$ cat src/rtl/laneCfg_cfg.svh
`ifndef LANE_CFG_SVH
`define LANE_CFG_SVH

// Datapath width of registers, ALU and data RAM
`define LANE_DATA_W 32

// Architectural register count, 4-bit ids
`define LANE_REGS 16

// Input queue entries, also the source's starting credit
`define LANE_IN_DEPTH 4

// Output records the core may send before any credit comes back
`define LANE_OUT_CREDITS 4

// Local data RAM depth in words
`define LANE_RAM_WORDS 256

`endif
$ cat src/rtl/laneUopPkg.sv
`default_nettype none
`include "laneCfg_cfg.svh"

package laneUopPkg;

	localparam int PRED_W = 2;		// Predicate field
	localparam int OPC_W = 6;		// Opcode field
	localparam int REG_W = $clog2(`LANE_REGS);	// Register id field
	localparam int IMM_W = 12;		// Short immediate, sign-extended at decode

	typedef enum logic [PRED_W-1:0] {
		ALWAYS = 2'd0,		// Unconditional
		NEVER = 2'd1,		// Squashed
		IFT = 2'd2,		// Runs when T set
		IFNOTT = 2'd3		// Runs when T clear
	} predT;

	typedef enum logic [OPC_W-1:0] {
		NOP = 6'd0,
		ADD = 6'd1,
		SUB = 6'd2,
		AND = 6'd3,
		OR = 6'd4,
		XOR = 6'd5,
		ADDI = 6'd6,		// rs + imm
		MOVI = 6'd7,		// imm only
		CMPEQ = 6'd8,		// Sets T, no register write
		CMPGT = 6'd9,		// Signed compare into T
		MUL = 6'd10,		// Low 32 bits, finished in EX2
		LOAD = 6'd11,		// Word at rs + imm
		STORE = 6'd12		// rt to word at rs + imm
	} opcodeT;

	// Raw instruction word as it arrives on the input port
	typedef struct packed {
		logic [PRED_W-1:0] pred;		// Bits 31:30
		logic [OPC_W-1:0] opcode;		// Bits 29:24, unchecked
		logic [REG_W-1:0] rd;		// Bits 23:20
		logic [REG_W-1:0] rs;		// Bits 19:16
		logic [REG_W-1:0] rt;		// Bits 15:12
		logic [IMM_W-1:0] imm;		// Bits 11:0
	} instrT;

	typedef struct packed {
		logic valid;
		predT pred;
		opcodeT opcode;		// Unknown codes already mapped to NOP
		logic [REG_W-1:0] rd;
		logic [REG_W-1:0] rs;
		logic [REG_W-1:0] rt;
		logic [`LANE_DATA_W-1:0] imm;		// Full width
	} uopT;

endpackage

`default_nettype wire

$ cat src/rtl/laneDataPkg.sv
`default_nettype none
`include "laneCfg_cfg.svh"

package laneDataPkg;

	localparam int HALF_W = `LANE_DATA_W / 2;		// Multiplier operand split

	// EX1 register contents handed to EX2
	typedef struct packed {
		logic valid;		// Slot holds a micro-op
		logic enable;		// Predicate passed
		laneUopPkg::opcodeT opcode;
		logic [laneUopPkg::REG_W-1:0] rd;
		logic [`LANE_DATA_W-1:0] value;		// ALU result or address
		logic [`LANE_DATA_W-1:0] mulLo;		// Low half times low half
		logic [`LANE_DATA_W-1:0] mulCross;		// Sum of both cross products
	} ex1OutT;

	// Retired register write, EX2 onward and on the output port
	typedef struct packed {
		logic [laneUopPkg::REG_W-1:0] regId;
		logic [`LANE_DATA_W-1:0] value;
	} resultT;

endpackage

`default_nettype wire

$ cat src/rtl/laneResult.sv
`timescale 1ns/1ps
`default_nettype none
`include "laneCfg_cfg.svh"

module laneResult (
	input logic clock,
	input logic arstN,
	input laneDataPkg::resultT ex2Res,
	input logic ex2Valid,
	input logic [3:0] rsId,
	input logic [3:0] rtId,
	input logic resultCredit,
	output logic [`LANE_DATA_W-1:0] rsData,
	output logic [`LANE_DATA_W-1:0] rtData,
	output logic wbValid,
	output logic [3:0] wbReg,
	output logic [`LANE_DATA_W-1:0] wbValue,
	output laneDataPkg::resultT result,
	output logic resultValid,
	output logic hold
);
	import laneDataPkg::*;

	localparam int CRED_W = $clog2(`LANE_OUT_CREDITS + 1);

	logic [`LANE_DATA_W-1:0] regFile [`LANE_REGS];
	logic [CRED_W-1:0] credits;		// Output credits in hand
	logic outFull;		// Output register holds a record
	logic send;

	assign send = outFull && (credits != '0);
	assign resultValid = send;
	assign hold = outFull && (credits == '0);		// Freezes every stage

	// Output register doubles as the register file write port
	assign wbValid = outFull;
	assign wbReg = result.regId;
	assign wbValue = result.value;

	assign rsData = regFile[rsId];		// Async reads for EX1
	assign rtData = regFile[rtId];

	always_ff @(posedge clock or negedge arstN) begin
		if (!arstN)
			credits <= CRED_W'(`LANE_OUT_CREDITS);
		else
			credits <= credits - CRED_W'(send) + CRED_W'(resultCredit);
	end

	always_ff @(posedge clock or negedge arstN) begin
		if (!arstN) begin
			outFull <= 1'b0;
			result <= '0;
		end else if (!hold) begin
			outFull <= ex2Valid;		// Pending record has just been sent
			if (ex2Valid)
				result <= ex2Res;
		end
	end

	always_ff @(posedge clock or negedge arstN) begin
		if (!arstN) begin
			for (int i = 0; i < `LANE_REGS; i++)
				regFile[i] <= '0;
		end else if (wbValid) begin
			regFile[wbReg] <= wbValue;		// Repeats harmlessly while held
		end
	end

endmodule

`default_nettype wire

$ cat config.mk
export PLATFORM = sky130hd
export DESIGN_NAME = laneResult
export DESIGN_NICKNAME = d
export VERILOG_FILES = /design/src/rtl/laneUopPkg.sv /design/src/rtl/laneDataPkg.sv /design/src/rtl/laneResult.sv
export VERILOG_INCLUDE_DIRS = /design/src /design/src/rtl
export SDC_FILE = /design/constraint.sdc
export NUM_CORES = 1
export LEC_CHECK = 0
export BUFFER_PORTS_ARGS = -buffer_cell sky130_fd_sc_hd__buf_2
export CORE_MARGIN = 10
export CORE_UTILIZATION = 40
export CTS_CLUSTER_DIAMETER = 80
export CTS_CLUSTER_SIZE = 16
export DETAILED_ROUTE_END_ITERATION = 8
export HOLD_SLACK_MARGIN = 0.08
export PLACE_DENSITY = 0.54
export RECOVER_POWER = 50
export SYNTH_ARGS = -nofsm -noshare
export SYNTH_HDL_FRONTEND = slang
export SYNTH_SLANG_ARGS = --single-unit
$ cat constraint.sdc
create_clock -name clock -period 2.72 [get_ports clock]
set_input_delay 0 -clock clock [delete_from_list [all_inputs] [get_ports clock]]
set_output_delay 0 -clock clock [all_outputs]
set_load 0.05 [all_outputs]
* Yosys cells after proc, flatten, opt, wreduce, memory -nomap -nowiden
Cells that the tools add are included.
Operators by class: add/sub/neg operators 2, magnitude comparators 4, mux-type cells 9, bitwise operators 4, reductions and logical operators 6
Operator list (number):
- $bwmux 512 | 1
- $bmux 32 s4 | 2
- $mux 32 | 5
- $demux 32 s4 | 1
- $ge 5x5->1 const B | 3
- $not 4->5 | 3
- $lt 5x1->1 const B | 1
- $add 3x1->3 | 1
- $logic_and 1x1->1 | 3
- $logic_not 3->1 | 1
- $reduce_bool 3->1 | 1
- $sub 3x1->3 | 1
- $reduce_and 2->1 | 1
- $not 1->1 | 1
Storage, ports and cells: register bits 552, bits of input ports 48, output and inout bits 139

* Depth between registers and ports, before layout
Gate-level depths: netlist (run 1).
depth in word-level cells 6, mapped depth 8, gate-level depth less buffers 8

* Worst setup path before layout (run 1)
No wires, ideal clock.
path kind register -> register, start register outFull, in the netlist wbValid, end register credits[2], setup time 0.075 ns, arrival time 2.466 ns, required time 2.645 ns, setup slack 0.178 ns, cell stages (with the launch flop) 9, path buffers 0, path through dfrtp_1 > o31a_1 > ha_1 > inv_1 > ha_1 > inv_1 > fa_1 > xnor2_1 > xnor2_1
On the way: longest elaborated chain between the ends 3
RTL lines:
- start, declared | line laneResult.sv:28 | logic outFull;
- start signal, assigned | line laneResult.sv:55 | outFull <= ex2Valid;
- $logic_and 1x1->1 | line laneResult.sv:31 | assign send = outFull && (credits != '0);
- net resultValid | line laneResult.sv:19 | output logic resultValid,
- $sub 3x1->3 | line laneResult.sv:47 | credits <= credits - CRED_W'(send) + CRED_W'(resultCredit);
- $add 3x1->3 | line laneResult.sv:47
- end signal, assigned | line laneResult.sv:45 | credits <= CRED_W'(`LANE_OUT_CREDITS);
- end signal, assigned | line laneResult.sv:47
- end, declared | line laneResult.sv:27 | logic [CRED_W-1:0] credits;
The timed path passes the listed nets, and every way through them passes these cells. A chain may end at the register's enable or synchronous reset.

* Worst setup path in the final report (run 1)
start register credits[1], end register result, in the netlist wbValue[12]
On the way: longest elaborated chain between the ends 4
RTL lines:
- $logic_not 3->1 | line laneResult.sv:33 | assign hold = outFull && (credits == '0);
- $logic_and 1x1->1 | line laneResult.sv:33
- $not 1->1 (no line)
- $reduce_and 2->1 (no line)
- end signal, assigned | line laneResult.sv:57 | result <= ex2Res;
- end, declared | line laneResult.sv:18 | output laneDataPkg::resultT result,
No other way between the ends.

==> results of run 1 <==
-- where the power goes --
group          leakage, uW  internal [uW]  switching [uW]
logic              0.00604           7150            6050
registers          0.00672          12200            3300
clock network     0.000591           3050            2990
total               0.0133          22400           12300
-- routing by layer --
| layer | wire length, um | track usage (%) | share of wire, % | up-vias |
|---|---|---|---|---|
| met5 | 22 | 0 | 0.028 | - |
| met3 | 3333 | 3.092 | 4.2 | 112 |
| met1 | 34570 | 25.64 | 43 | 9321 |
| met4 | 1689 | 4.659 | 2.1 | 4 |
| met2 | 39890 | 33.15 | 50 | 423 |
| li1 | - | - | - | 7175 |
-- flip-flops by register name (all words and copies together) (netlist names) --
signal   flops
regFile    512
wbValue     32
wbReg        4
credits      3
wbValid      1
-- cells in the mapped netlist (2+ instances only) --
library cell / count
nand2b_1: 7
ha_1: 2
buf_1: 2
clkbuf_1: 93
mux4_2: 256
a22oi_1: 128
nand2_1: 66
inv_1: 5
xnor2_1: 2
nor2_1: 12
mux2_2: 538
buf_4: 41
nand3b_1: 3
buf_6: 3
dfrtp_1: 551
mux2_1: 10
buf_2: 71
and2_1: 2
nor2b_1: 5
-- stage by stage --
stage          setup WS, ps  cells  hold slack (ps)  area (um2)
4_1_cts               264.8   2888            89.80       32190
5_1_grt               158.6   2888            158.3       32120
3_5_place_dp          651.9   2793            103.2       30580
3_3_place_gp          670.3   2793            101.3       30580
6_report              223.9   2888            174.6       32120
2_1_floorplan         178.1   1804           -295.6       28300
-- placed cells by master, fill, tap and decap left out, types with 5 or more instances in the layout --
cell type        n
buf_4           31
dlygate4sd3_1   41
buf_2          155
clkbuf_1        29
clkbuf_16       45
nor2_4          11
nor2b_4          5
mux4_2         256
mux2_1          10
nand2_1         65
inv_1            5
buf_12          39
mux2_2         538
dfrtp_1        551
a22oi_1        128
-- cells by family after synthesis --
| logic type | Yosys count |
|---|---|
| multiplexers | 804 |
| XOR/XNOR | 2 |
| AO/OA/AOI/OAI | 129 |
| buffers and inverters | 215 |
| flip-flops | 552 |
| AND/OR/NAND/NOR | 99 |
| adder cells (fa/ha/maj) | 3 |
-- worst min path at each step --
stage               slack [ps]  depth (start not counted)            to        from
finish                     170                          3   wbValue[25]  ex2Res[25]
global route               160                          3   wbValue[18]  ex2Res[18]
CTS                         90                          2  regFile[137]       arstN
detailed placement         100                          1  regFile[455]       arstN
global placement           100                          1  regFile[201]       arstN
floorplan                 -300                          0    credits[0]       arstN
-- cell type report --
| cell class | instances | area share [%] |
|---|---|---|
| Clock inverter | 8 | 0.2415 |
| Timing Repair Buffer | 300 | 7.377 |
| Inverter | 5 | 0.05843 |
| Clock buffer | 46 | 3.517 |
| Multi-Input combinational cell | 1037 | 42.14 |
| Sequential cell | 552 | 43.01 |
| Tap cell | 940 | 3.661 |
-- worst max-delay path, cell delays in order, from the launching register on --
cell	delay [ps]
dfrtp_1	430
or4b_1	590
nand2_2	120
buf_4	300
mux2_2	370
dlygate4sd3_1	550
==> flow_metrics.tcl, run 1 <==
set metrics [dict create \
    status "finished, violations left" \
    violations "max-capacitance violations, max-slew violations" \
    ctsResizeCount 0 \
    die_h_um 286.0 \
    crit_fanout 18 \
    grt-ovfl-total 0 \
    synth_top_area_share_pct 48.73 \
    critPathRequiredTime_ps 3190 \
    maxCapViolCount 1 \
    rsz0062_at_grt "false" \
    avgRoutedWirePerCell_um 27.53 \
    clkSinkCount 552 \
    core-area_um2 70030 \
    powerDensity_nw_per_um2 1082 \
    via_count 17040 \
    multi_input_area_um2 13540 \
    grt_pass1_wl_um 121400 \
    muxShareOfSynthArea_pct 42.18 \
    nets 1989 \
    area_growth_syn_to_layout_pct 13.52 \
    max_freq_mhz 400.6 \
    r2r_slack_ps 220 \
    yosys.area_share.adder_pct 0.1592 \
    grt_max_degree 90 \
    portBuffers 186 \
    htreeDepth 2 \
    ioPinCount 187 \
    cts_buffers 42 \
    yosys_warnings 0 \
    synth-main-ff-cell "dfrtp_1" \
    r2r_end "wbValue[12]" \
    synth_top_family_by_area "multiplexers" \
    cts-root-buf "clkbuf_16" \
    ys_ff_latch 552 \
    cp-end-kind "flip-flop" \
    drc_errors 0 \
    async_reset_ff_share_pct 100.0 \
    row_count 97 \
    setup_viol 0 \
    drt_iter0_markers 1145 \
    grt_util_all_layers_pct 19.42 \
    antenna_found_initial 2 \
    drt-pass1-iter-count 5 \
    yosys.area_share.simple_pct 1.556 \
    initial_utilization_pct 40.41 \
    relSlewSlack_pct -63.76 \
    p_total_uw 34740 \
    die_area_um2 81780 \
    report.final.slew_viol_count 82 \
    avgViaCountPerCell 5.899 \
    hpwlAfterDp_um 47890 \
    yosys-top-cells-area "dfrtp_1 49%, mux2_2 21%, mux4_2 20%, a22oi_1 3.4%, buf_2 1.3%" \
    synth_xor_area_share_pct 0.06191 \
    synthCells 1804 \
    final_hold_viol_count 0 \
    power.leakage_uw 0.01335 \
    synth_seq_area_share_pct 48.82 \
    routabilityCongestion 0.7385 \
    synth_cell_types 26 \
    skew_ps 12.72 \
    min_period_ps 2496 \
    cp-startpoint "credits[1]" \
    hp-class "in -> reg" \
    synth_nets 1855 \
    die_w_um 286.0 \
    synth_edf_count 0 \
    grt_pass1_vias 18800 \
    final_layout_size_suffix_gt1_share_pct 56.62 \
    fin_crit_sh_pct 91.77 \
    syn_area_um2 28300 \
    postCtsSetupBuffers 0 \
    worst_pin_slew_ps 2456 \
    synth_area_per_cell_um2 15.69 \
    fillerInstances 6167 \
    reg2reg_depth 5 \
    routed_wl_um 79510 \
    clkTransAtPathRegs_ps 70 \
    yosysTopAreaCell "dfrtp_1" \
    tns_ps 0 \
    cts_hold_buf 41 \
    cp-start-kind "flip-flop" \
    worstPathArrival_ps 2960 \
    cts_tree "built" \
    utilization_pct 45.87 \
    timing.rr.start "credits[1]" \
    regArea_um2 13810 \
    synth_compound_area_share_pct 3.427 \
    critPathKind "reg -> reg" \
    vdd_drop_max_mv 0.5943 \
    clk_latency_ps 590 \
    num_antenna_cells 0 \
    final_antenna_net_count 0 \
    crit_end "wbValue[12]" \
    clockBufferDepth 3 \
]
(Power assumes the default switching activity.)
==> run 2, diff against run 1 <==
- SETUP_SLACK_MARGIN: unset -> 0.4
==> run 2 against run 1 <==
Compared with the run above: the run now ends clean; via count rose by 0.36%; combinational power is essentially flat; critical path depth decreased by 1; utilization down 0.20 points; power fell by 0.21%; design area shrank 0.44%; fmax rose by 9.6%; die area is the same; routed wire length up 0.21%; global-route usage barely moved.
==> flow_metrics.tcl, run 2 (synthesis results as in run 1) <==
set metrics [dict create \
    instances_no_fill 2893 \
    critPathKind "reg -> reg" \
    finalInstanceArea_um2 31980 \
    maxCapViolCount 0 \
    relSlewSlack_pct 19.05 \
    portBuffers 186 \
    die_area_um2 81780 \
    cp-start-kind "flip-flop" \
    critPathRequiredTime_ps 3180 \
    cp-end-kind "flip-flop" \
    power.leakage_uw 0.01321 \
    status "completed" \
    cp-startpoint "wbReg[1]" \
    clk_latency_ps 580 \
    hpwlAfterDp_um 48850 \
    timing.rr.start "wbReg[1]" \
    layout_common_cells "550 x dfrtp_1, 538 x mux2_2, 256 x mux4_2, 128 x a22oi_1, 116 x buf_2" \
    min-delay-start "ex2Res[24]" \
    fin_crit_sh_pct 83.74 \
    whs_path_depth 3 \
    layout_commonest_cell "dfrtp_1" \
    drc_errors 0 \
    powerDensity_nw_per_um2 1084 \
    grt-ovfl-total 0 \
    report.final.slew_viol_count 0 \
    cts_tree "built" \
    grt_pass1_wl_um 121300 \
    min_period_ps 2278 \
    tns_ps 0 \
    initial_utilization_pct 40.41 \
    cts_buffers 42 \
    grt_util_all_layers_pct 19.37 \
    drt-pass1-iter-count 5 \
    final_layout_size_suffix_gt1_share_pct 54.48 \
    ctsResizeCount 0 \
    postCtsSetupBuffers 0 \
    ioPinCount 187 \
    largest_register_ffs 512 \
    routed_wl_um 79680 \
    top_register "regFile" \
    clkSinkCount 552 \
    post_dp_cell_area_um2 30530 \
    die_w_um 286.0 \
    grt_pass1_vias 18590 \
    skew_ps 10.20 \
    die_h_um 286.0 \
    via_count 17100 \
    htreeDepth 2 \
    cts-root-buf "clkbuf_16" \
    r2r_slack_ps 440 \
    whs_ps 181.0 \
    max_freq_mhz 439.0 \
    final_hold_viol_count 0 \
    rsz0062_at_grt "false" \
    antenna_found_initial 0 \
    core-area_um2 70030 \
    nets 1995 \
    vdd_drop_max_mv 0.5465 \
    dp.cells 2800 \
    fin_ws_ps 442.2 \
    drt_iter0_markers 1103 \
    dp_slack_ps 579.1 \
    worstPathArrival_ps 2740 \
    grt_max_degree 74 \
    row_count 97 \
    setup_viol 0 \
    hold_end "wbValue[24]" \
    crit_fanout 10 \
    reg2reg_depth 4 \
    hp-class "in -> reg" \
    routabilityCongestion 0.7420 \
    avgRoutedWirePerCell_um 27.54 \
    clockBufferDepth 3 \
    num_antenna_cells 0 \
    r2r_end "regFile[21]" \
    final_antenna_net_count 0 \
    worst_pin_slew_ps 1214 \
    area_growth_syn_to_layout_pct 13.02 \
    avgViaCountPerCell 5.909 \
    clkTransAtPathRegs_ps 70 \
]
run 2: changes by cell type in the layout (fill, tap and decap cells not counted), sizes merged:
cell / before / now
buf: 229 / 187
clkbuf: 76 / 125
clkinv: 3 / 4
clkinvlp: 2 / 0
dlygate4sd3: 41 / 40
run 2: per-layer routing:
metal | routed length (um) | GRT usage, % | share of wire (%) | vias to the layer above
met3 | 3273 | 2.735 | 4.1 | 96
met2 | 39820 | 32.60 | 50 | 416
met4 | 1845 | 5.303 | 2.3 | 0
li1 | - | - | - | 7211
met5 | 0 | 0 | 0 | -
met1 | 34740 | 25.94 | 44 | 9373
run 2: repair_timing:
action                                  4_1_cts  5_1_grt
hold buffers                                 40        0
hold endpoints to repair                    384        0
endpoints found under the setup margin        0        0
run 2: critical path, cell delays in order, from the launching register on:
cell and delay (ps):
dfrtp_1 470, nand3_1 320, nor2_4 200, clkbuf_1 740
mux2_2 410
run 2: worst max path at each step:
stage	endpoint
2_1_floorplan	credits[2]
3_3_place_gp	credits[2]
3_5_place_dp	credits[2]
4_1_cts	rtData[20]
5_1_grt	regFile[360]
6_report	regFile[21]
run 2: layout make-up:
type                    instances  area, um2
repair buffers                306       2220
flip-flops and latches        552      13820
inverters                       5      18.77
multi-input cells            1037      13540
fillers                      6197      38050
clock inverters                 7      77.57
clock buffers                  46       1130
well taps                     940       1176
run 2: per-stage QoR:
| step | utilization [%] | power, uW |
|---|---|---|
| global route | 45.67 | 36600 |
| finish | 45.67 | 34670 |
| detailed placement | 43.60 | 28910 |
| CTS | 45.89 | 35080 |
| floorplan | - | 25340 |
| global placement | 43.60 | 28280 |
run 2: power breakdown:
group	total, uW	switching, uW	internal (uW)
sequential	15500	3300	12200
combinational	13100	6030	7090
clock	6040	2990	3050
==> run 3, diff against run 2 <==
- PLACE_DENSITY: 0.54 -> 0.56
- clock period: 2.72 -> 1.85 ns (I/O delays scaled with it)
==> run 3 against run 2 <==
Compared with the run above: the flow now finishes with violations (negative setup slack); critical path type unchanged; design area grew 22%; non-clock buffer count grew 237; global-route usage grew 3.5 points; combinational power grew 110%; die area is the same; worst hold slack lost 17 ps.
==> flow_metrics.tcl, run 3 (synthesis results as in run 1) <==
set metrics [dict create \
    largest_register_ffs 512 \
    reg2reg_depth 7 \
    layout_commonest_cell "dfrtp_1" \
    p_total_uw 59980 \
    cts_tree "built" \
    cts-root-buf "clkbuf_16" \
    report.final.slew_viol_count 0 \
    fillerInstances 5417 \
    final_antenna_net_count 0 \
    grt_max_degree 93 \
    top_register "regFile" \
    min_period_ps 2046 \
    layout_common_cells "514 x dfrtp_1, 448 x mux2_4, 256 x mux4_2, 117 x buf_6, 108 x a22oi_2" \
    clockBufferDepth 3 \
    fin_crit_sh_pct 110.6 \
    area_growth_syn_to_layout_pct 38.21 \
    cts_buffers 42 \
    whs_ps 163.8 \
    critPathKind "reg -> reg" \
    final_hold_viol_count 0 \
    finalInstanceArea_um2 39110 \
    hp-class "in -> reg" \
    grt_pass1_vias 20170 \
    grt-ovfl-total 0 \
    avgRoutedWirePerCell_um 32.04 \
    clkSinkCount 552 \
    clkTransAtPathRegs_ps 70 \
    rsz0062_at_grt "true" \
    whs_path_depth 3 \
    powerDensity_nw_per_um2 1534 \
    via_count 19020 \
    core-area_um2 70030 \
    htreeDepth 2 \
    setup_viol 187 \
    drt_iter0_markers 1655 \
    portBuffers 186 \
    cp-end-kind "flip-flop" \
    antenna_found_initial 1 \
    crit_fanout 6 \
    routed_wl_um 100500 \
    clk_latency_ps 600 \
    cp-start-kind "flip-flop" \
    row_count 97 \
    post_dp_cell_area_um2 31530 \
    drt-pass1-iter-count 5 \
    critPathRequiredTime_ps 2320 \
    avgViaCountPerCell 6.067 \
    utilization_pct 55.85 \
    drc_errors 0 \
    max_freq_mhz 488.7 \
    hpwlAfterDp_um 51900 \
    violations "negative setup slack" \
    grt_pass1_wl_um 140000 \
    final_layout_size_suffix_gt1_share_pct 70.28 \
    grt_util_all_layers_pct 22.89 \
    vdd_drop_max_mv 1.154 \
    tns_ps -14710 \
    relSlewSlack_pct 27.31 \
    skew_ps 25.62 \
    ioPinCount 187 \
    power.leakage_uw 0.01695 \
    die_h_um 286.0 \
    status "finished, violations left" \
    fin_ws_ps -196.3 \
    nets 2232 \
    die_w_um 286.0 \
    maxCapViolCount 0 \
    worstPathArrival_ps 2520 \
    initial_utilization_pct 40.41 \
    routabilityCongestion 0.7532 \
    die_area_um2 81780 \
    worst_pin_slew_ps 1090 \
]
## run 3: cell types whose count changed in the layout (fill, tap and decap cells not counted), moves of 24 or more
cell | before | now
nand2_2 | 2 | 39
dfrtp_1 | 550 | 514
mux2_2 | 538 | 100
buf_16 | 0 | 48
clkbuf_1 | 77 | 47
buf_6 | 2 | 117
buf_2 | 116 | 57
buf_12 | 30 | 83
buf_4 | 36 | 106
a22oi_2 | 0 | 108
mux2_4 | 0 | 448
a22oi_1 | 128 | 20
nand2_1 | 65 | 25
dfrtp_2 | 1 | 25
## run 3: cell type report
cell class	instances	area [um2]	area share, %
Inverter	5	21.27	0.05439
Timing Repair Buffer	543	6783	17.34
Multi-Input combinational cell	1037	16000	40.92
Antenna cell	1	2.502	0.006399
Tap cell	940	1176	3.007
Clock inverter	8	101.3	0.2591
Clock buffer	49	1129	2.886
Sequential cell	552	13890	35.52
## run 3: power by group
group	switching, uW	leakage (uW)	internal, uW
Sequential	4850	0.00668	18000
Combinational	11600	0.00966	16400
Clock	4530	0.000609	4600
Total	21000	0.0169	39000
## run 3: worst max-delay path, stage by stage (launching register included)
cell and delay (ps):
dfrtp_1 400, buf_6 130, or4b_4 540, buf_6 150, nand2_8 120, buf_12 140, buf_16 150, mux2_4 300
## run 3: worst paths after layout
path                                    from      endpoint  slack, ps
worst min register to register  regFile[162]  regFile[162]        530
max in group asynchronous              arstN   wbValue[12]         60
worst min-delay path              ex2Res[24]   wbValue[24]        160
worst max-delay path              credits[0]    wbValue[1]       -200
min in group asynchronous              arstN    credits[2]        570
worst max register to register    credits[0]    wbValue[1]       -200
## run 3: metal layers
layer | global-route usage (%) | routed length, um
met5 | 0 | 0
met1 | 30.25 | 42030
met2 | 37.29 | 48120
met3 | 4.939 | 6747
met4 | 7.146 | 3563
## run 3: metrics by stage
stage / std cells / setup WS (ps)
6_report: 3135 / -196.3
5_1_grt: 3135 / -242.7
4_1_cts: 3071 / -213.9
3_5_place_dp: 2840 / -44.05
3_3_place_gp: 2840 / -11.20
2_1_floorplan: 1804 / -115.8
## run 3: what timing repair did
item | in CTS | in global routing
hold buffers | 41 | 0
hold endpoints to repair | 591 | 0
buffers inserted | 95 | 43
setup endpoints to repair | 680 | 645
cloned | 38 | 20
gates resized for setup | 602 | 311
pin swaps | 120 | 35
