### config.mk
export PLATFORM = sky130hd
export DESIGN_NAME = laneExecute2
export DESIGN_NICKNAME = d
export VERILOG_FILES = /design/src/rtl/laneUopPkg.sv /design/src/rtl/laneDataPkg.sv /design/src/rtl/laneExecute2.sv
export VERILOG_INCLUDE_DIRS = /design/src /design/src/rtl
export SDC_FILE = /design/constraint.sdc
export NUM_CORES = 1
export LEC_CHECK = 0
export BUFFER_PORTS_ARGS = -buffer_cell sky130_fd_sc_hd__buf_2
export CAP_MARGIN = 15
export CORE_UTILIZATION = 39
export DETAILED_ROUTE_END_ITERATION = 10
export PLACE_DENSITY = 0.77
export SETUP_SLACK_MARGIN = 0.15
export SYNTH_ARGS = -nofsm -noshare
export SYNTH_HDL_FRONTEND = slang
export SYNTH_SLANG_ARGS = --single-unit
### constraint.sdc
create_clock -name clock -period 0.8 [get_ports clock]
set_input_delay 0.12 -clock clock [delete_from_list [all_inputs] [get_ports clock]]
set_output_delay 0.12 -clock clock [all_outputs]
set_load 0.05 [all_outputs]
### src/rtl/laneCfg_cfg.svh
`ifndef LANE_CFG_SVH
`define LANE_CFG_SVH

// Datapath width of registers, ALU and data RAM
`define LANE_DATA_W 32

// Architectural register count, 4-bit ids
`define LANE_REGS 16

// Input queue entries, also the source's starting credit
`define LANE_IN_DEPTH 4

// Output records the core may send before any credit comes back
`define LANE_OUT_CREDITS 4

// Local data RAM depth in words
`define LANE_RAM_WORDS 256

`endif
### src/rtl/laneUopPkg.sv
`default_nettype none
`include "laneCfg_cfg.svh"

package laneUopPkg;

	localparam int PRED_W = 2;		// Predicate field
	localparam int OPC_W = 6;		// Opcode field
	localparam int REG_W = $clog2(`LANE_REGS);	// Register id field
	localparam int IMM_W = 12;		// Short immediate, sign-extended at decode

	typedef enum logic [PRED_W-1:0] {
		ALWAYS = 2'd0,		// Unconditional
		NEVER = 2'd1,		// Squashed
		IFT = 2'd2,		// Runs when T set
		IFNOTT = 2'd3		// Runs when T clear
	} predT;

	typedef enum logic [OPC_W-1:0] {
		NOP = 6'd0,
		ADD = 6'd1,
		SUB = 6'd2,
		AND = 6'd3,
		OR = 6'd4,
		XOR = 6'd5,
		ADDI = 6'd6,		// rs + imm
		MOVI = 6'd7,		// imm only
		CMPEQ = 6'd8,		// Sets T, no register write
		CMPGT = 6'd9,		// Signed compare into T
		MUL = 6'd10,		// Low 32 bits, finished in EX2
		LOAD = 6'd11,		// Word at rs + imm
		STORE = 6'd12		// rt to word at rs + imm
	} opcodeT;

	// Raw instruction word as it arrives on the input port
	typedef struct packed {
		logic [PRED_W-1:0] pred;		// Bits 31:30
		logic [OPC_W-1:0] opcode;		// Bits 29:24, unchecked
		logic [REG_W-1:0] rd;		// Bits 23:20
		logic [REG_W-1:0] rs;		// Bits 19:16
		logic [REG_W-1:0] rt;		// Bits 15:12
		logic [IMM_W-1:0] imm;		// Bits 11:0
	} instrT;

	typedef struct packed {
		logic valid;
		predT pred;
		opcodeT opcode;		// Unknown codes already mapped to NOP
		logic [REG_W-1:0] rd;
		logic [REG_W-1:0] rs;
		logic [REG_W-1:0] rt;
		logic [`LANE_DATA_W-1:0] imm;		// Full width
	} uopT;

endpackage

`default_nettype wire

### src/rtl/laneDataPkg.sv
`default_nettype none
`include "laneCfg_cfg.svh"

package laneDataPkg;

	localparam int HALF_W = `LANE_DATA_W / 2;		// Multiplier operand split

	// EX1 register contents handed to EX2
	typedef struct packed {
		logic valid;		// Slot holds a micro-op
		logic enable;		// Predicate passed
		laneUopPkg::opcodeT opcode;
		logic [laneUopPkg::REG_W-1:0] rd;
		logic [`LANE_DATA_W-1:0] value;		// ALU result or address
		logic [`LANE_DATA_W-1:0] mulLo;		// Low half times low half
		logic [`LANE_DATA_W-1:0] mulCross;		// Sum of both cross products
	} ex1OutT;

	// Retired register write, EX2 onward and on the output port
	typedef struct packed {
		logic [laneUopPkg::REG_W-1:0] regId;
		logic [`LANE_DATA_W-1:0] value;
	} resultT;

endpackage

`default_nettype wire

### src/rtl/laneExecute2.sv
`timescale 1ns/1ps
`default_nettype none
`include "laneCfg_cfg.svh"

module laneExecute2 (
	input logic clock,
	input logic arstN,
	input logic hold,
	input laneDataPkg::ex1OutT ex1Out,
	input logic [`LANE_DATA_W-1:0] ramData,
	output laneDataPkg::resultT ex2Res,
	output logic ex2Valid
);
	import laneUopPkg::*;
	import laneDataPkg::*;

	resultT resNext;
	logic writesReg;		// Opcode has a destination
	logic [`LANE_DATA_W-1:0] mulSum;

	// Product modulo 2^32 from the partials
	assign mulSum = ex1Out.mulLo + (ex1Out.mulCross << HALF_W);

	always_comb begin
		resNext.regId = ex1Out.rd;
		resNext.value = ex1Out.value;		// Forward EX1 value by default
		writesReg = 1'b0;
		case (ex1Out.opcode)
			ADD, SUB, AND, OR, XOR, ADDI, MOVI: begin
				writesReg = 1'b1;
			end
			LOAD: begin
				resNext.value = ramData;		// RAM word arrived this cycle
				writesReg = 1'b1;
			end
			MUL: begin
				resNext.value = mulSum;
				writesReg = 1'b1;
			end
			default: begin
				writesReg = 1'b0;		// Compares, stores and NOP
			end
		endcase
	end

	always_ff @(posedge clock or negedge arstN) begin
		if (!arstN) begin
			ex2Res <= '0;
			ex2Valid <= 1'b0;
		end else if (!hold) begin
			ex2Res <= resNext;		// Also first bypass source
			ex2Valid <= ex1Out.valid && ex1Out.enable && writesReg;
		end
	end

endmodule

`default_nettype wire

==> Yosys cells after proc, flatten, opt, wreduce, memory -nomap -nowiden <==
Cells that the tools add are included.
{ "totals": {"register_bits": 37, "latchBits": 0, "ramBits": 0, "mem_bits_ro": 0, "input_bits": 143, "elab_cells": 18, "n_memories": 0} }
{ "op_classes": {"n_addsub": 1, "multipliers": 0, "div_mod_pow": 0, "n_lt_le_gt_ge": 0, "eq_ne": 9, "shift": 0, "mux": 2, "bitwise_logic": 0, "n_reduce_logical": 3} }
{ "op_table": {"columns": ["op", "count"], "rows": [
  ["32-bit case mux with 2 select lines", 1],
  ["32-bit adder", 1],
  ["6-bit by 3-bit == test with 1-bit output (second input constant)", 4],
  ["6-bit by 2-bit == test with 1-bit output (second input constant)", 2],
  ["6-bit by 4-bit == test with 1-bit output (second input constant)", 2],
  ["9-bit OR reduction", 1],
  ["6-bit by 1-bit == test with 1-bit output (second input constant)", 1],
  ["1-bit logical AND", 2],
  ["1-bit 2-to-1 mux", 1]
]} }

==> Logic depth before layout (Yosys ltp) <==
Gate-level depths: netlist of the first run.
{ "depth": {"ltp_word": 4, "depth_mapped": 9} }

==> Worst setup path after synthesis of the first run <==
OpenSTA, ideal clock, no wires.
{ "synth_path": {"path_kind": "input to register", "from": "input port ex1Out[0] (netlist name)", "to": "register ex2Res[26] (netlist name)", "setup_time_ns": 0.095, "arrival_ns": 1.719, "slack_ns": -1.015, "path_stages": 9, "path_cell_list": "ha_1 inv_1 fa_1 nor2b_4 o211ai_1 a31oi_2 a221oi_1 xor2_1 o31ai_1"} }
{ "synth_between": {"elab_chain_cells": 2} }
{ "synth_lines": {"columns": ["element", "line", "source"], "rows": [
  ["start: declaration", "laneExecute2.sv:9", "input laneDataPkg::ex1OutT ex1Out,"],
  ["32-bit adder", "laneExecute2.sv:22", "assign mulSum = ex1Out.mulLo + (ex1Out.mulCross << HALF_W);"],
  ["32-bit case mux with 2 select lines", "laneExecute2.sv:28", "case (ex1Out.opcode)"],
  ["end signal: assignment", "laneExecute2.sv:51", "ex2Res <= resNext;"],
  ["end: declaration", "laneExecute2.sv:11", "output laneDataPkg::resultT ex2Res,"]
]} }
Every way passes these cells.
A chain may end at the register's enable or synchronous reset.

==> Worst setup path after layout of the first run <==
{ "layout_path": {"from": "input port ex1Out[0] (netlist name)", "to": "register ex2Res[30] (netlist name)"} }
The elaborated chain is that of the path after synthesis.

==> results.toml, run 1 <==
[place]
dpl_cell_area_sq_um = 4380
finalWeightedCongestion = 0.843
dp_slack_ns = -1.15
dp_hpwl_um = 7100
io_buffers = 163

[routing]
post_detailed_route_via_to_cell_ratio = 5.52
detail_route.wirelength_um = 11500
initialDrtViolationCount = 169
via_count = 3649
route.antenna.remaining_nets = 0
drt-pass1-iter-count = 5
met2WireLength_um = 5720
route.detailed.drc = 0
routedLengthMet1_um = 4480
top_signal_layer_used = "met4"
detail_route.wl_per_cell_um = 17.3
routed-wl-met3_um = 881

[yosys]
synth-edff-count = 0
synth_area_per_cell_sq_um = 8.32
synth-seq-area-share = 0.328
synth_seq_cells = 37
ys.flop_type = "sky130_fd_sc_hd__dfrtp_1"
synth_cell_type_count = 45
netlist_instances = 339
syn_nets = 498
number_of_warning_messages_in_the_yosys_log = 0
async_flop_share = 1.00
post_synth_instance_area_sq_um = 2820

[global_routing]
grt.total_usage = 0.293
grt_pass1_vias = 3586
grt_max_degree = 37
antenna_found_initial = 0
wire_length_of_the_first_global_routing_pass_um = 17100
grt_remaining_overflow = 0

[worst_setup_path]
crit_path_max_incr_delay_ns = 0.35
path_cells = "buf_6 -> ha_4 -> inv_2 -> fa_2 -> nor2b_4 -> o211ai_1 -> buf_4 -> a31oi_4 -> buf_6 -> a211oi_2 -> xor2_1 -> a21oi_1"
worstPathRequired_ns = 1.00
critical_path.startpoint_type = "input pin"
path_buf_inv = 4
critPathMaxFanout = 4
crit_path_frequent_cell = "sky130_fd_sc_hd__buf_6"
arrival_ns = 1.79
crit_end_category = "flop"
critPathSlowestCell = "sky130_fd_sc_hd__fa_2"
critPathKind = "in2reg"
cp_top_family = "compound AO/OA/AOI/OAI gates"

[floorplanning]
die_w_um = 87.0
design.portCount = 180
initial_utilization = 0.408
chipHeight_um = 87.0
rows = 30
coreArea_sq_um = 6910
design.die.area_sq_um = 7580

[power_and_ir_drop]
ir_drop_v = 0.000845
static-leakage-power_uw = 0.00250
pwr_density_cell_nw_per_um2 = 1370
p_total_uw = 7480

[final_layout]
post-route-cell-area_sq_um = 5480
antenna_cells_inserted = 0
area_growth_syn_to_layout_pct = 94.3
final_net_count = 723
num-fill-cells = 450
mostFrequentLayoutCells = "sky130_fd_sc_hd__buf_2, sky130_fd_sc_hd__buf_6, sky130_fd_sc_hd__buf_4"
layout.cells.most_common = "sky130_fd_sc_hd__buf_2"
ff_latch_area_sq_um = 971
area_of_the_multi_input_gates_sq_um = 2300
layout-drive-gt1-share = 0.657

[timing]
setup_viol = 72
fin_tns_setup_ns = -17.58
finalWorstPathRequiredPeriod_ns = 1.58
maxClockFrequency_mhz = 631
period_share = 1.98
layout_setup_ws_ns = -0.784
rsz0062_at_grt = "true"
slew_at_the_pin_with_the_worst_max_slew_slack_ns = 0.360
maxSlewViolCount = 0
slew_headroom = 0.753
finalClockSkew_ns = 0
whs_ns = 0.0778
hold_violations = 0

[clocking]
cts.sinks = 37
cts-buffers-inserted = 5
cts_tree = "built"
cts.path.max_buffers = 2
cts.root.buffer_cell = "sky130_fd_sc_hd__clkbuf_8"
path_clk_slew_ns = 0.07
clk_latency_ns = 0.29
htreeDepth = 2

[run_status]
failing_checks = "negative setup slack"
run_status = "finished with violations"

[flow_run]
cap_violations = 0

[worst_hold_path]
class_of_the_most_critical_hold_timing_path = "in2reg"
==> path summary, 6_finish.rpt <==
| check | startpoint | endpoint | slack [ns] | cells past startpoint |
|---|---|---|---|---|
| setup / recovery | ex1Out[0] | ex2Res[30] | -0.78 | 12 |
| hold / removal | ex1Out[99] | ex2Res[35] | 0.08 | 2 |
| setup reg to reg | ex2Res[23] | ex2Res[23] | -0.13 | 2 |
| hold reg to reg | ex2Res[19] | ex2Res[19] | 0.51 | 2 |
| max in group asynchronous | arstN | ex2Res[23] | 0.25 | 3 |
| min in group asynchronous | arstN | ex2Res[33] | 0.32 | 3 |
==> state kept, by name (all words and copies together) (netlist names) <==
name / count
ex2Res: 36
ex2Valid: 1
==> synth_stat cells, types with 2 or more instances <==
master,instances,area (sq um)
sky130_fd_sc_hd__a211oi_1,10,75.1
sky130_fd_sc_hd__a21o_1,4,30.0
sky130_fd_sc_hd__a21oi_1,45,225
sky130_fd_sc_hd__a22o_1,2,17.5
sky130_fd_sc_hd__and2_1,3,18.8
sky130_fd_sc_hd__and3_1,9,56.3
sky130_fd_sc_hd__buf_1,2,7.51
sky130_fd_sc_hd__buf_2,5,25.0
sky130_fd_sc_hd__clkbuf_1,15,56.3
sky130_fd_sc_hd__dfrtp_1,37,926
sky130_fd_sc_hd__ha_1,15,188
sky130_fd_sc_hd__inv_1,4,15.0
sky130_fd_sc_hd__mux2_2,4,45.0
sky130_fd_sc_hd__mux2i_1,17,170
sky130_fd_sc_hd__nand2_1,36,135
sky130_fd_sc_hd__nand3_1,3,15.0
sky130_fd_sc_hd__nor2_1,34,128
sky130_fd_sc_hd__nor2b_1,2,12.5
sky130_fd_sc_hd__nor2b_4,2,27.5
sky130_fd_sc_hd__nor3_1,7,35.0
sky130_fd_sc_hd__nor3b_1,9,67.6
sky130_fd_sc_hd__o211ai_1,6,45.0
sky130_fd_sc_hd__o21a_1,2,15.0
sky130_fd_sc_hd__o21ai_0,33,165
sky130_fd_sc_hd__o31ai_1,2,15.0
sky130_fd_sc_hd__xnor2_1,4,35.0
sky130_fd_sc_hd__xor2_1,9,78.8
==> repair_timing <==
action                                  in CTS  in global routing
hold buffers                                 1                  0
setup buffers                               14                  8
gates resized for setup                    142                 18
hold endpoints to repair                    37                  0
cloned                                       8                  0
pin swaps                                   49                 20
endpoints found under the setup margin      74                 95
==> kinds of logic (layout without fill, tap and decap cells) <==
group	after synthesis	count (layout)	share of synthesized area
adders and majority gates	16	16	0.0736
and+or+nand+nor	108	111	0.184
DFF	37	37	0.328
AOI/OAI and AO/OA	116	116	0.253
xor gates and xnor gates	13	13	0.0404
buffers and inverters	27	250	0.0408
muxes	22	22	0.0803
==> metal layers <==
metal | global-route usage | up-vias
li1 | - | 1685
met4 | 0.111 | 0
met1 | 0.348 | 1731
met5 | 0 | -
met2 | 0.527 | 197
met3 | 0.0512 | 36
==> power by group <==
group	internal (uW)	switching, uW	leakage (uW)
sequential	2090	164	0.000411
clock	1020	663	0.0000585
combinational	1650	1890	0.00203
==> layout make-up <==
type	instances	area share
flip-flops and latches	37	0.177
clock inverters	1	0.00548
well taps	96	0.0219
inverters	4	0.00274
repair buffers	238	0.357
multi-input cells	278	0.420
clock buffers	7	0.0158
==> per-stage QoR <==
| step | util | instances |
|---|---|---|
| 6_report | 0.793 | 661 |
| 5_1_grt | 0.793 | 661 |
| 4_1_cts | 0.771 | 653 |
| 3_5_place_dp | 0.634 | 622 |
| 3_3_place_gp | 0.634 | 622 |
| 2_1_floorplan | - | 339 |
==> worst reg2reg max path, stage by stage, from the launching register on <==
cell and delay, ns:
sky130_fd_sc_hd__dfrtp_2 0.42, sky130_fd_sc_hd__buf_4 0.14, sky130_fd_sc_hd__mux2_4 0.26
(Power assumes the default switching activity.)
==> run 2: changes to the inputs <==
--- a/config.mk
+++ b/config.mk
@@ -6,11 +6,12 @@
 export SDC_FILE = /design/constraint.sdc
 export NUM_CORES = 1
 export LEC_CHECK = 0
+export ABC_AREA = 1
 export BUFFER_PORTS_ARGS = -buffer_cell sky130_fd_sc_hd__buf_2
 export CAP_MARGIN = 15
 export CORE_UTILIZATION = 39
 export DETAILED_ROUTE_END_ITERATION = 10
-export PLACE_DENSITY = 0.77
+export PLACE_DENSITY = 0.78
 export SETUP_SLACK_MARGIN = 0.15
 export SYNTH_ARGS = -nofsm -noshare
 export SYNTH_HDL_FRONTEND = slang
==> run 2 against run 1 <==
The run still ends with negative setup slack left. Sequential power is essentially flat. Critical path depth shrank 1. Clock power shrank 13%. Utilization grew 1.7 points. First-iteration DRC count grew 10%. Clock skew is the same. Global-route usage shrank 0.53 points. Routed wire length grew 3.2%. Total power shrank 5.5%. Clock-buffer cell count is the same. Maximum frequency grew 31%. Critical endpoint is now ex2Res[20]. Highest routed layer unchanged.
==> results.toml, run 2 <==
[worst_setup_path]
critPathSlowestCell = "sky130_fd_sc_hd__fa_2"
worstPathRequired_ns = 1.00
path_buf_inv = 4
rr_worst_depth = 3
arrival_ns = 1.41
critPathKind = "in2reg"
cp_top_family = "adder cells"
reg2reg_slack_ns = -0.13
path_cells = "buf_8 -> ha_4 -> inv_2 -> fa_2 -> inv_2 -> nand3_4 -> nand3_4 -> buf_4 -> or2_4 -> nand3_1 -> a31oi_1"
timing.rr.start = "ex2Res[6]"
crit_path_max_incr_delay_ns = 0.33
crit_end_category = "flop"
cp.depth = 11
startpoint = "ex1Out[48]"
critPathMaxFanout = 3
critical_path.startpoint_type = "input pin"

[timing]
slew_at_the_pin_with_the_worst_max_slew_slack_ns = 0.514
whs_ns = 0.0270
setup_viol = 69
finalClockSkew_ns = 0
period_share = 1.51
finalWorstPathRequiredPeriod_ns = 1.21
hold_violations = 0
slew_headroom = 0.657
rsz0062_at_grt = "true"
layout_setup_ws_ns = -0.407
maxClockFrequency_mhz = 828
maxSlewViolCount = 0

[place]
io_buffers = 163
finalWeightedCongestion = 0.808
dp_hpwl_um = 7250

[final_layout]
antenna_cells_inserted = 0
layout-drive-gt1-share = 0.641
area_growth_syn_to_layout_pct = 98.7
largest_register_ffs = 36
layout.cells.most_common = "sky130_fd_sc_hd__buf_2"
num-fill-cells = 461
reg.largest.list = "ex2Res (36), ex2Valid (1)"
final_net_count = 810
core_utilization_of_the_finished_layout = 0.811
mostFrequentLayoutCells = "sky130_fd_sc_hd__buf_2, sky130_fd_sc_hd__nand2_1, sky130_fd_sc_hd__buf_6"
largest-register = "ex2Res"

[routing]
drt-pass1-iter-count = 4
route.detailed.drc = 0
post_detailed_route_via_to_cell_ratio = 5.17
detail_route.wirelength_um = 11800
initialDrtViolationCount = 186
via_count = 3869
detail_route.wl_per_cell_um = 15.8
route.antenna.remaining_nets = 0

[yosys]
ys.flop_type = "sky130_fd_sc_hd__dfrtp_1"
async_flop_share = 1.00
netlist_instances = 429
number_of_warning_messages_in_the_yosys_log = 0
ys_top_cells_by_area = "sky130_fd_sc_hd__dfrtp_1, sky130_fd_sc_hd__nand2_1, sky130_fd_sc_hd__a21oi_1, sky130_fd_sc_hd__ha_1, sky130_fd_sc_hd__inv_1"
yosysMostFrequentCell = "sky130_fd_sc_hd__nand2_1"
synth_area_per_cell_sq_um = 6.53
synth_top_area_share = 0.331
post_synth_instance_area_sq_um = 2800
synth-seq-area-share = 0.331
syn_nets = 588
synth_cell_type_count = 26
synth_seq_cells = 37
largest_area_contributor_in_the_netlist = "sky130_fd_sc_hd__dfrtp_1"
synth-edff-count = 0
yosys-top-cells-count = "sky130_fd_sc_hd__nand2_1, sky130_fd_sc_hd__a21oi_1, sky130_fd_sc_hd__inv_1"

[clocking]
cts_tree = "built"
path_clk_slew_ns = 0.08
cts-buffers-inserted = 5
cts.root.buffer_cell = "sky130_fd_sc_hd__clkbuf_8"
cts.path.max_buffers = 2
cts.sinks = 37
htreeDepth = 2
clk_latency_ns = 0.29

[worst_hold_path]
whs_path_depth = 3
min_from = "ex1Out[98]"
class_of_the_most_critical_hold_timing_path = "in2reg"

[floorplanning]
coreArea_sq_um = 6870
design.portCount = 180
initial_utilization = 0.408
chipHeight_um = 86.8
rows = 30
design.die.area_sq_um = 7530
die_w_um = 86.8

[run_status]
failing_checks = "negative setup slack"
run_status = "finished with violations"

[flow_run]
cap_violations = 0

[global_routing]
antenna_found_initial = 0
grt.total_usage = 0.288
grt_remaining_overflow = 0
grt_pass1_vias = 3669
grt_max_degree = 38
wire_length_of_the_first_global_routing_pass_um = 17000

[power_and_ir_drop]
pwr_density_cell_nw_per_um2 = 1270
static-leakage-power_uw = 0.00266
ir_drop_v = 0.00101
run 2: cell type report:
cell class,count,area [sq um],area share
sequential,37,971,0.174
inverter,46,175,0.0315
clock inverter,1,5.00,0.000899
timing repair buffer,231,1840,0.331
clock buffer,7,96.3,0.0173
tap,96,120,0.0216
multi-input combinational,330,2360,0.424
run 2: final timing paths:
path | to
setup / recovery | ex2Res[20]
hold / removal | ex2Res[34]
setup reg to reg | ex2Res[6]
hold reg to reg | ex2Res[34]
max in group asynchronous | ex2Res[27]
min in group asynchronous | ex2Res[35]
run 2: routing by layer:
layer,up-vias,track usage,share of wire
li1,1835,-,-
met1,1818,0.335,0.37
met2,189,0.527,0.55
met3,27,0.0562,0.064
met4,0,0.0985,0.021
met5,-,0,0
run 2: stage by stage:
stage	setup WS [ns]	std cells	TNS, ns	area, sq um	power, uW
6_report	-0.407	748	-15.52	5570	7070
2_1_floorplan	-0.515	429	-8.61	3130	3770
3_3_place_gp	-0.683	707	-16.24	4290	4690
3_5_place_dp	-0.728	707	-17.66	4290	4750
5_1_grt	-0.444	748	-18.75	5570	7380
4_1_cts	-0.383	736	-13.58	5100	6690
run 2: report_power, final:
group	total, uW	internal (uW)	switching (uW)	leakage [uW]
clock	1460	779	681	0.0000542
sequential	2230	2080	151	0.000387
combinational	3380	1480	1900	0.00222
total	7070	4340	2730	0.00266
run 2: worst reg2reg max path, cell delays in order, from the launching register on:
cell                      delay (ns)
sky130_fd_sc_hd__dfrtp_2        0.43
sky130_fd_sc_hd__buf_4          0.14
sky130_fd_sc_hd__nor2_1         0.19
sky130_fd_sc_hd__a31oi_4        0.05
run 2: kinds of logic after synthesis:
kind of cell               synth area share
and+or+nand+nor                       0.356
DFF                                   0.331
xor gates and xnor gates            0.00313
adders and majority gates            0.0741
AOI/OAI and AO/OA                     0.145
buffers and inverters                0.0911
run 2: timing repair:
item | in CTS | in global routing
resized for setup | 143 | 98
hold endpoints to repair | 37 | 0
hold buffers | 1 | 0
buffers inserted | 15 | 12
gates cloned | 5 | 0
pin swaps | 47 | 55
endpoints found under the setup margin | 70 | 71
==> run 3: changes to the inputs <==
--- a/config.mk
+++ b/config.mk
@@ -13,6 +13,7 @@
 export DETAILED_ROUTE_END_ITERATION = 10
 export PLACE_DENSITY = 0.78
 export SETUP_SLACK_MARGIN = 0.15
+export SLEW_MARGIN = 40
 export SYNTH_ARGS = -nofsm -noshare
 export SYNTH_HDL_FRONTEND = slang
 export SYNTH_SLANG_ARGS = --single-unit
==> constraint.sdc (replaced) <==
create_clock -name clock -period 1.1 [get_ports clock]
set_input_delay 0.165 -clock clock [delete_from_list [all_inputs] [get_ports clock]]
set_output_delay 0.165 -clock clock [all_outputs]
set_load 0.05 [all_outputs]
==> run 3 against run 2 <==
The run still ends with negative setup slack left. Via count fell by 2.5%. Register-to-register slack improved by 0.34 ns. Setup slack improved by 0.28 ns. Largest power group unchanged. Highest routed layer unchanged.
==> results.toml, run 3 (synthesized netlist as in run 2, its figures left out) <==
[routing]
via_count = 3774
route.antenna.remaining_nets = 0
route.detailed.drc = 0
drt-pass1-iter-count = 4
detail_route.wl_per_cell_um = 14.6
post_detailed_route_via_to_cell_ratio = 5.07
detail_route.wirelength_um = 10900
initialDrtViolationCount = 157

[worst_setup_path]
worstPathRequired_ns = 1.27
path_buf_inv = 3
critPathSlowestCell = "sky130_fd_sc_hd__fa_2"
timing.rr.start = "ex2Res[27]"
crit_end_category = "flop"
path_cells = "buf_8 -> ha_4 -> inv_2 -> fa_2 -> inv_2 -> nand3_2 -> nand3_4 -> a21oi_2 -> or2_4 -> nand3_2 -> a21oi_2"
critPathMaxFanout = 4
critical_path.startpoint_type = "input pin"
startpoint = "ex1Out[48]"
crit_path_max_incr_delay_ns = 0.33
cp_top_family = "simple AND/OR/NAND/NOR gates"
critPathKind = "in2reg"
arrival_ns = 1.39

[run_status]
failing_checks = "negative setup slack"
run_status = "finished with violations"

[timing]
hold_violations = 0
maxClockFrequency_mhz = 816
slew_headroom = 0.739
slew_at_the_pin_with_the_worst_max_slew_slack_ns = 0.388
layout_setup_ws_ns = -0.125
period_share = 1.11
finalClockSkew_ns = 0
rsz0062_at_grt = "true"
setup_viol = 15
finalWorstPathRequiredPeriod_ns = 1.23
maxSlewViolCount = 0

[global_routing]
grt_max_degree = 38
grt_pass1_vias = 3518
grt.total_usage = 0.267
wire_length_of_the_first_global_routing_pass_um = 15700
antenna_found_initial = 0
grt_remaining_overflow = 0

[floorplanning]
coreArea_sq_um = 6870
chipHeight_um = 86.8
design.die.area_sq_um = 7530
rows = 30
die_w_um = 86.8
design.portCount = 180
initial_utilization = 0.408

[final_layout]
mostFrequentLayoutCells = "sky130_fd_sc_hd__buf_2, sky130_fd_sc_hd__nand2_1, sky130_fd_sc_hd__buf_6"
area_growth_syn_to_layout_pct = 94.4
final_cell_count_no_fill = 744
num-fill-cells = 457
final_net_count = 806
largest-register = "ex2Res"
largest_register_ffs = 36
layout.cells.most_common = "sky130_fd_sc_hd__buf_2"
layout-drive-gt1-share = 0.542
post-route-cell-area_sq_um = 5450
antenna_cells_inserted = 0
reg.largest.list = "ex2Res (36), ex2Valid (1)"

[place]
dpl_cell_area_sq_um = 4170
finalWeightedCongestion = 0.825
dp_hpwl_um = 7100
io_buffers = 163
place.detailed.instances = 703

[clocking]
cts-buffers-inserted = 5
cts_tree = "built"
clk_latency_ns = 0.28
cts.path.max_buffers = 2
htreeDepth = 2
cts.root.buffer_cell = "sky130_fd_sc_hd__clkbuf_8"
path_clk_slew_ns = 0.07
cts.sinks = 37

[worst_hold_path]
class_of_the_most_critical_hold_timing_path = "in2reg"
min_from = "ex1Out[97]"

[power_and_ir_drop]
pwr_density_cell_nw_per_um2 = 897
static-leakage-power_uw = 0.00269
ir_drop_v = 0.000664

[flow_run]
cap_violations = 0
-- run 3: changes by cell type in the layout (fill, tap and decap cells not counted), sizes merged --
cell	delta
clkbuf	+2
buf	-5
clkinv	-1
-- run 3: path summary, 6_finish.rpt --
| path | endpoint | slack, ns | cells after the start |
|---|---|---|---|
| worst max-delay path | ex2Res[24] | -0.13 | 11 |
| worst min-delay path | ex2Res[33] | 0.08 | 3 |
| worst max register to register | ex2Res[27] | 0.21 | 4 |
| worst min register to register | ex2Res[33] | 0.52 | 2 |
| max in group asynchronous | ex2Res[6] | 0.51 | 3 |
| min in group asynchronous | ex2Res[8] | 0.39 | 3 |
-- run 3: final cells by class --
type                       count  area, sq um  area share
clock buffer                   8         80.1      0.0147
inverter                      46          178      0.0326
multi-input combinational    330         2300       0.422
sequential                    37          926       0.170
tap                           96          120      0.0221
timing repair buffer         227         1850       0.339
-- run 3: stage by stage --
stage          power [uW]   util  hold slack (ns)  TNS [ns]  setup WS (ns)
6_report             4890  0.793           0.0808    -0.894         -0.125
5_1_grt              5130  0.793           0.0764     -2.16         -0.163
4_1_cts              4640  0.719           0.0780    -0.453         -0.117
3_5_place_dp         3400  0.607            0.144     -8.08         -0.477
3_3_place_gp         3360  0.607            0.142     -7.25         -0.429
2_1_floorplan        2710      -           -0.131     -1.42         -0.260
-- run 3: worst reg2reg max path: cells and delay by family, from the launching register on --
kind,cells,cell delay [ns]
flip-flops,1,0.39
buffers and inverters,2,0.26
AND/OR/NAND/NOR,1,0.09
AO/OA/AOI/OAI,1,0.04
-- run 3: power by group --
part / internal [uW] / switching [uW]
Sequential: 1490 / 105
Combinational: 1060 / 1330
Clock: 451 / 460
Total: 2990 / 1890
-- run 3: timing repair --
action / CTS / global route
endpoints found under the hold margin: 37 / 0
gates resized for setup: 139 / 81
setup endpoints to repair: 68 / 70
pin swaps: 54 / 37
hold buffers: 1 / 0
setup buffers: 12 / 14
cloned: 4 / 2
-- run 3: layer usage --
layer,global-route usage,share of wire,vias to the layer above
li1,-,-,1831
met1,0.342,0.40,1747
met5,0,0,-
met2,0.470,0.52,177
met3,0.0410,0.062,19
met4,0.0697,0.015,0
